--- config.mk ---
export PLATFORM = sky130hd
export DESIGN_NAME = dec_div
export DESIGN_NICKNAME = d
export VERILOG_FILES = /design/src/dec_div_pkg.sv /design/src/bcd_to_bin.sv /design/src/bin_divider.sv /design/src/bin_to_bcd.sv /design/src/dec_div.sv
export VERILOG_INCLUDE_DIRS = /design/src /design/src/src
export SDC_FILE = /design/constraint.sdc
export NUM_CORES = 1
export LEC_CHECK = 0
export BUFFER_PORTS_ARGS = -buffer_cell sky130_fd_sc_hd__buf_4
export CAP_MARGIN = 0
export CORE_ASPECT_RATIO = 1.2
export CORE_MARGIN = 1
export CORE_UTILIZATION = 50
export CTS_CLUSTER_DIAMETER = 150
export DETAILED_ROUTE_END_ITERATION = 7
export PLACE_DENSITY_LB_ADDON = 0.15
export SYNTH_ARGS = -nofsm -noshare
export SYNTH_HDL_FRONTEND = slang
export SYNTH_HIERARCHICAL = 1
export SYNTH_SLANG_ARGS = --single-unit
--- constraint.sdc ---
create_clock -name clk -period 5.03 [get_ports clk]
set_clock_uncertainty 0.2 [all_clocks]
set_input_delay 0.503 -clock clk [delete_from_list [all_inputs] [get_ports clk]]
set_output_delay 0.503 -clock clk [all_outputs]
set_load 0.01 [all_outputs]
--- src/dec_div_settings.svh ---
// Build-time settings for the BCD integer divider
// Digit count and the derived binary and count widths
`ifndef DEC_DIV_SETTINGS_SVH
`define DEC_DIV_SETTINGS_SVH

// Number of decimal digits in each operand and result
`define DEC_DIV_DIGITS 8

// Binary width that holds the largest value of DIGITS nines
// Eight nines need 27 bits (99999999 < 2**27)
`define DEC_DIV_BIN_W 27

// Width of the leading zero digit count
// It has to hold the value DIGITS for an all-zero quotient
`define DEC_DIV_LZ_W 4

`endif

--- src/dec_div_pkg.sv ---
// Shared types for the BCD integer divider
// Operand, result and count types plus the controller state encoding
`include "dec_div_settings.svh"

package dec_div_pkg;

	// ================================================
	// Data types
	// ================================================

	// Packed BCD word, four bits per digit, most significant digit on top
	typedef logic [`DEC_DIV_DIGITS*4-1:0] bcd_t;

	// Binary form of one BCD word
	typedef logic [`DEC_DIV_BIN_W-1:0] bin_t;

	// Leading zero digit count of the quotient
	typedef logic [`DEC_DIV_LZ_W-1:0] lz_t;

	// ================================================
	// Controller states
	// ================================================

	// One operation at a time, each stage waits for its done levels
	typedef enum logic [2:0] {
		ST_IDLE     = 3'd0,
		ST_CONV_IN  = 3'd1,
		ST_DIVIDE   = 3'd2,
		ST_CONV_OUT = 3'd3,
		ST_HOLD     = 3'd4
	} ctrl_state_t;

endpackage

--- src/bcd_to_bin.sv ---
// Packed BCD to binary converter
// Takes one digit per cycle, most significant digit first
`timescale 1ns/100ps
`include "dec_div_settings.svh"

module bcd_to_bin
	import dec_div_pkg::*;
(
	input  logic clk,
	input  logic arst_n,
	input  logic start,
	input  bcd_t bcd,
	output bin_t bin,
	output logic done
);

	localparam int CNT_W = $clog2(`DEC_DIV_DIGITS + 1);

	logic [CNT_W-1:0] cnt;
	logic             busy;
	logic [3:0]       digit;
	bcd_t             shreg;
	bin_t             acc;

	// A nonzero count means digits are still waiting in the shift register
	assign busy = (cnt != '0);

	// The outgoing digit always sits in the top nibble
	assign digit = shreg[$bits(bcd_t)-1 -: 4];

	// Digit counter and done level
	always_ff @(posedge clk or negedge arst_n)
	begin
		if (!arst_n)
		begin
			cnt  <= '0;
			done <= 1'b0;
		end
		else if (start)
		begin
			cnt  <= CNT_W'(`DEC_DIV_DIGITS);
			done <= 1'b0;
		end
		else if (busy)
		begin
			cnt <= cnt - 1'b1;
			// Last digit goes in on this edge
			if (cnt == CNT_W'(1))
				done <= 1'b1;
		end
	end

	// Accumulator times ten is acc*8 + acc*2, then the new digit is added
	always_ff @(posedge clk)
	begin
		if (start)
		begin
			shreg <= bcd;
			acc   <= '0;
		end
		else if (busy)
		begin
			shreg <= shreg << 4;
			acc   <= (acc << 3) + (acc << 1) + bin_t'(digit);
		end
	end

	assign bin = acc;

endmodule

--- src/bin_divider.sv ---
// Iterative radix-2 restoring divider
// Produces one quotient bit per cycle, most significant bit first,
// and flags a zero divisor at start
`timescale 1ns/100ps
`include "dec_div_settings.svh"

module bin_divider
	import dec_div_pkg::*;
(
	input  logic clk,
	input  logic arst_n,
	input  logic start,
	input  bin_t dividend,
	input  bin_t divisor,
	output bin_t quotient,
	output bin_t remainder,
	output logic div_by_zero,
	output logic done
);

	localparam int W     = `DEC_DIV_BIN_W;
	localparam int CNT_W = $clog2(W + 1);

	logic [CNT_W-1:0] cnt;
	logic             busy;
	logic             dbz;
	bin_t             quo;
	bin_t             rem;
	bin_t             dvs;
	logic [W:0]       shifted;
	logic [W+1:0]     trial;
	logic             neg;

	assign busy = (cnt != '0);

	// Partial remainder gains the next dividend bit from the top of quo
	assign shifted = {rem, quo[W-1]};

	// Trial subtraction with one spare bit that shows the sign
	assign trial = {1'b0, shifted} - {2'b00, dvs};
	assign neg   = trial[W+1];

	// Bit counter, done level and the zero divisor flag
	always_ff @(posedge clk or negedge arst_n)
	begin
		if (!arst_n)
		begin
			cnt  <= '0;
			done <= 1'b0;
			dbz  <= 1'b0;
		end
		else if (start)
		begin
			cnt  <= CNT_W'(W);
			done <= 1'b0;
			dbz  <= (divisor == '0);
		end
		else if (busy)
		begin
			cnt <= cnt - 1'b1;
			if (cnt == CNT_W'(1))
				done <= 1'b1;
		end
	end

	// quo shifts dividend bits out at the top and quotient bits in at the bottom
	// A zero divisor still runs the full count and yields all ones
	always_ff @(posedge clk)
	begin
		if (start)
		begin
			quo <= dividend;
			rem <= '0;
			dvs <= divisor;
		end
		else if (busy)
		begin
			if (!neg)
			begin
				rem <= trial[W-1:0];
				quo <= {quo[W-2:0], 1'b1};
			end
			else
			begin
				// Restore, keep the shifted remainder as it was
				rem <= shifted[W-1:0];
				quo <= {quo[W-2:0], 1'b0};
			end
		end
	end

	assign quotient    = quo;
	assign remainder   = rem;
	assign div_by_zero = dbz;

endmodule

--- src/bin_to_bcd.sv ---
// Binary to packed BCD converter using double dabble
// Shifts in one binary bit per cycle, most significant bit first
`timescale 1ns/100ps
`include "dec_div_settings.svh"

module bin_to_bcd
	import dec_div_pkg::*;
(
	input  logic clk,
	input  logic arst_n,
	input  logic start,
	input  bin_t bin,
	output bcd_t bcd,
	output logic done
);

	localparam int W     = `DEC_DIV_BIN_W;
	localparam int D     = `DEC_DIV_DIGITS;
	localparam int CNT_W = $clog2(W + 1);

	logic [CNT_W-1:0] cnt;
	logic             busy;
	bin_t             shreg;
	bcd_t             bcd_r;
	bcd_t             adj;

	assign busy = (cnt != '0);

	// Any digit of five or more gets three added before the shift,
	// so that the doubling carries into the next digit correctly
	always_comb
	begin
		adj = bcd_r;
		for (int i = 0; i < D; i++)
		begin
			if (bcd_r[i*4 +: 4] > 4'd4)
				adj[i*4 +: 4] = bcd_r[i*4 +: 4] + 4'd3;
		end
	end

	// Bit counter and done level
	always_ff @(posedge clk or negedge arst_n)
	begin
		if (!arst_n)
		begin
			cnt  <= '0;
			done <= 1'b0;
		end
		else if (start)
		begin
			cnt  <= CNT_W'(W);
			done <= 1'b0;
		end
		else if (busy)
		begin
			cnt <= cnt - 1'b1;
			if (cnt == CNT_W'(1))
				done <= 1'b1;
		end
	end

	// Adjusted BCD word shifts left and takes the top binary bit
	always_ff @(posedge clk)
	begin
		if (start)
		begin
			shreg <= bin;
			bcd_r <= '0;
		end
		else if (busy)
		begin
			bcd_r <= {adj[$bits(bcd_t)-2:0], shreg[W-1]};
			shreg <= shreg << 1;
		end
	end

	assign bcd = bcd_r;

endmodule

--- src/dec_div.sv ---
// Unsigned BCD integer divider, top level
// Converts both operands to binary, divides, converts quotient and remainder
// back to BCD and reports the leading zero digits and divide by zero
`timescale 1ns/100ps
`include "dec_div_settings.svh"

module dec_div
	import dec_div_pkg::*;
(
	input  logic clk,
	input  logic arst_n,
	input  logic in_valid,
	output logic in_ready,
	input  bcd_t a,
	input  bcd_t b,
	output logic out_valid,
	input  logic out_ready,
	output bcd_t q,
	output bcd_t r,
	output lz_t  lzcnt,
	output logic div_by_zero
);

	ctrl_state_t state;
	logic        start_in;
	logic        start_div;
	logic        start_out;
	logic        accept;
	logic        conv_out_fin;

	bcd_t a_r;
	bcd_t b_r;
	bin_t bin_a;
	bin_t bin_b;
	bin_t bin_q;
	bin_t bin_r;
	bcd_t bcd_q;
	bcd_t bcd_r;
	bcd_t q_sel;
	bcd_t r_sel;
	lz_t  lz_next;
	logic seen_nz;
	logic dbz;
	logic done_a;
	logic done_b;
	logic done_div;
	logic done_q;
	logic done_r;

	// ================================================
	// Datapath blocks
	// ================================================

	bcd_to_bin u_conv_a (
		.clk(clk), .arst_n(arst_n), .start(start_in),
		.bcd(a_r), .bin(bin_a), .done(done_a)
	);

	bcd_to_bin u_conv_b (
		.clk(clk), .arst_n(arst_n), .start(start_in),
		.bcd(b_r), .bin(bin_b), .done(done_b)
	);

	bin_divider u_div (
		.clk(clk), .arst_n(arst_n), .start(start_div),
		.dividend(bin_a), .divisor(bin_b),
		.quotient(bin_q), .remainder(bin_r),
		.div_by_zero(dbz), .done(done_div)
	);

	bin_to_bcd u_conv_q (
		.clk(clk), .arst_n(arst_n), .start(start_out),
		.bin(bin_q), .bcd(bcd_q), .done(done_q)
	);

	bin_to_bcd u_conv_r (
		.clk(clk), .arst_n(arst_n), .start(start_out),
		.bin(bin_r), .bcd(bcd_r), .done(done_r)
	);

	// ================================================
	// Sequencing
	// ================================================

	// Operands are taken only while idle
	assign in_ready  = (state == ST_IDLE);
	assign out_valid = (state == ST_HOLD);
	assign accept    = in_valid && in_ready;

	// Done levels of the last stage still read high in the start cycle,
	// so every stage also waits for its own start pulse to drop
	assign conv_out_fin = (state == ST_CONV_OUT) && !start_out && done_q && done_r;

	always_ff @(posedge clk or negedge arst_n)
	begin
		if (!arst_n)
		begin
			state     <= ST_IDLE;
			start_in  <= 1'b0;
			start_div <= 1'b0;
			start_out <= 1'b0;
		end
		else
		begin
			// Start signals are single cycle pulses
			start_in  <= 1'b0;
			start_div <= 1'b0;
			start_out <= 1'b0;
			case (state)
				ST_IDLE:
					if (accept)
					begin
						state    <= ST_CONV_IN;
						start_in <= 1'b1;
					end
				ST_CONV_IN:
					if (!start_in && done_a && done_b)
					begin
						state     <= ST_DIVIDE;
						start_div <= 1'b1;
					end
				ST_DIVIDE:
					if (!start_div && done_div)
					begin
						state     <= ST_CONV_OUT;
						start_out <= 1'b1;
					end
				ST_CONV_OUT:
					if (conv_out_fin)
						state <= ST_HOLD;
				// Wait here for the result to be taken
				ST_HOLD:
					if (out_ready)
						state <= ST_IDLE;
				default:
					state <= ST_IDLE;
			endcase
		end
	end

	// ================================================
	// Results
	// ================================================

	// A zero divisor forces both results to zero
	assign q_sel = dbz ? '0 : bcd_q;
	assign r_sel = dbz ? '0 : bcd_r;

	// Count zero digits from the top until the first nonzero one
	always_comb
	begin
		lz_next = '0;
		seen_nz = 1'b0;
		for (int i = `DEC_DIV_DIGITS - 1; i >= 0; i--)
		begin
			if (q_sel[i*4 +: 4] != 4'd0)
				seen_nz = 1'b1;
			if (!seen_nz)
				lz_next = lz_next + 1'b1;
		end
	end

	// Operands load on the accepting edge, results on entry to hold
	// Results stay put for the whole hold state
	always_ff @(posedge clk)
	begin
		if (accept)
		begin
			a_r <= a;
			b_r <= b;
		end
		if (conv_out_fin)
		begin
			q           <= q_sel;
			r           <= r_sel;
			lzcnt       <= lz_next;
			div_by_zero <= dbz;
		end
	end

endmodule

==> flow_summary.ini <==
[global_route]
track_usage_pct = 19.9
grt_pass1_wl_microns = 82400
grt_overflow = 0
grt_max_degree = 77
grt_pass1_vias = 16900
grt_antenna_before_repair = 0

[setup_path]
crit_chain = or2_2, a21oi_1, ha_1, o21bai_2, inv_1, ha_1, o21ai_0, ha_1, o21ai_0, nand2_1, ha_1, nor3b_1, nor2b_1, mux2_4, xnor2_1
timing.critical_path.to = lzcnt[2]
startpoint = u_div/div_by_zero
r2r-start = u_div/div_by_zero
arrival_ns = 4.19
ff2ff_path_depth = 15
worstReg2RegEnd = lzcnt[2]
worstSetupStartpointType = flop
path_max_fanout = 28
worst-path-stages = 15
ff2ff_setup_slack_ns = 0.96
slowest_stage = dfrtp_2
crit_path_frequent_cell = ha_1
required_ns = 5.16
slowest_delay_ns = 0.58
cp_top_family = adder cells
path_buf_inv = 1
critPathCaptureType = flop
critical_path_class = flop to flop

[layout]
post_layout_nonfiller_instances = 3044
nNetsFinal = 2608
area_growth_pct = 16.1
antenna_cells = 0
fin_area_sq_mm = 0.0288
post-route-util_pct = 58.7
drive_above_1_share_pct = 17.8

[synth]
netlist_area_sq_mm = 0.0248
ys_types = 81
syn-num-nets = 2417
synthArstFlopShare_pct = 7.22
syn_inst = 2174
synthTopCellsByArea = edfxtp_1 37%, dfxtp_1 12%, ha_1 8.6%
synth_edf_count = 305
synth_top_area_share_pct = 37.0
yosysSeqAreaShare_pct = 52.2
synth-seq-cells = 485
yosysWarnings = 6
yosys.area.top_type = edfxtp_1
synthFlopType = edfxtp_1
syn-mean-instance-area_sq_um = 11.4

[clock_tree]
post_cts_buffers = 0
h-tree-depth = 2
cts_max_path_buffers = 3
tritoncts = built
root_buffer = clkbuf_16
clk_pin_slew_ns = 0.06
worst_skew_pair.late_latency_ns = 0.59
cts_buffers = 50
cts.sinks = 485

[sta]
rsz0062_at_grt = false
fmax_mhz = 246
setup_violations = 0
setup_ws_ns = 0.964
fin_tns_setup_ns = 0
drv_slew = 0
hold_ws_ns = 0.0553
tightest_slew_ns = 0.961
final_hold_viol_count = 0
post-route-min-period_ns = 4.07
maxSlewHeadroom_pct = 35.9
min_period_over_period_pct = 80.8

[pwr]
total_power_mw = 21.9
p_leak_nw = 11.7
power.density_mw_per_mm2 = 762
ir_worst_vdd_mv = 0.357

[drt]
routed_wl_microns = 49600
drt_iter0_drc = 733
routedWlPerCell_microns = 16.3
vias = 16900
ant_nets = 0
drc = 0
drt-vias-per-instance = 5.54
dr.pass1.iters = 5

[placement]
placed_cell_area_sq_mm = 0.0264
hpwl_microns = 32800
portBuffers = 138
gp_congestion = 0.841
dpl_worst_slack_ns = 0.978
dp_cells = 2885

[min_path]
min_path_type = input pin to flop
min-delay-start = out_ready

[floorplanning]
die_height_microns = 246
rows = 89
start_util_pct = 50.6
io-pin-count = 139
core_region_area_sq_mm = 0.0490
die-area_sq_mm = 0.0505
die_x_microns = 205

[status]
outcome = finished, final reports clean

[flow_run]
drv_cap = 0
[how the worst min path moves through the flow]
stage	endpoint	slack, ns	depth (start not counted)
2_1_floorplan	start_div	0.007	0
3_3_place_gp	u_conv_a/done	0.28	2
3_5_place_dp	u_conv_a/done	0.29	2
4_1_cts	state[2]	0.02	3
5_1_grt	state[2]	0.03	3
6_report	state[2]	0.06	3
[flip-flops by register name, summed over array words and instances (netlist names), 32 cells and up]
name            flops
q                  32
a_r                32
u_conv_b/shreg     32
r                  32
u_conv_q/bcd       32
b_r                32
u_conv_r/bcd       32
u_conv_a/shreg     32
[logic make-up after synthesis]
| logic type | after synthesis | synth area share, % |
|---|---|---|
| AND/OR/NAND/NOR | 571 | 11.9 |
| multiplexers | 147 | 6.64 |
| AO/OA/AOI/OAI | 513 | 13.8 |
| XOR/XNOR | 84 | 3.00 |
| buffers and inverters | 199 | 3.37 |
| adder cells (fa/ha/maj) | 175 | 8.99 |
| flip-flops | 485 | 52.2 |
[Yosys cell counts, drive strengths merged (6+ instances only)]
master / instances
edfxtp: 305
ha: 170
a21oi: 147
dfxtp: 145
nor2: 138
mux2: 136
nand2: 129
inv: 113
o21ai: 113
nor2b: 101
a211oi: 60
xnor2: 58
clkbuf: 55
nor3: 49
dfrtp: 35
a21o: 33
buf: 30
xor2: 26
a31oi: 25
and2: 25
o211ai: 24
nand3: 23
or3: 21
a22o: 20
nor4: 18
o311ai: 16
nand2b: 15
and3: 11
mux2i: 11
o21a: 9
or2: 9
nand4: 8
o31ai: 7
a211o: 6
a21boi: 6
and4: 6
o21bai: 6
[layer usage]
metal | GRT usage [%] | wire length [microns] | up-vias
met5 | 0 | 0 | -
met4 | 6.54 | 1180 | 0
met3 | 2.49 | 1640 | 82
met2 | 35.9 | 25000 | 312
met1 | 24.3 | 21800 | 8085
li1 | - | - | 8378
[layout make-up]
| class | count | area, sq um |
|---|---|---|
| multi-input combinational | 1490 | 11000 |
| timing repair buffer | 224 | 1840 |
| clock inverter | 29 | 382 |
| inverter | 114 | 428 |
| tap | 637 | 797 |
| fill | 4028 | 20200 |
| sequential | 485 | 12900 |
| clock buffer | 65 | 1340 |
[where the power goes]
part | switching [mW] | internal (mW)
combinational | 5.65 | 4.85
sequential | 1.23 | 6.35
clock | 1.54 | 2.30
[tightest hold or removal path, cell delays in order]
cell    delay (ns)
buf_4         0.08
inv_1         0.06
a21o_1        0.16
[layout by cell type (no fill, tap or decap), types with 19 or more instances in the layout]
| master | count |
|---|---|
| nand3_1 | 23 |
| dfrtp_1 | 31 |
| a22o_1 | 20 |
| clkbuf_16 | 51 |
| dlygate4sd3_1 | 65 |
| a31oi_1 | 23 |
| mux2_2 | 135 |
| o211ai_1 | 24 |
| ha_1 | 170 |
| o21ai_0 | 89 |
| edfxtp_1 | 305 |
| a21o_1 | 33 |
| a211oi_1 | 41 |
| nor3_1 | 47 |
| nor2_1 | 137 |
| dfxtp_1 | 145 |
| o21ai_1 | 22 |
| and2_1 | 24 |
| buf_4 | 159 |
| xnor2_1 | 58 |
| or3_1 | 21 |
| nor2b_1 | 100 |
| inv_1 | 113 |
| xor2_1 | 25 |
| a211oi_2 | 19 |
| a21oi_1 | 144 |
| nand2_1 | 127 |
[timing repair]
item	in CTS	in global routing
hold endpoints to repair	99	0
resized for setup	0	0
hold buffers	65	0
endpoints found under the setup margin	0	0
Power figures use the tool's default switching activity.
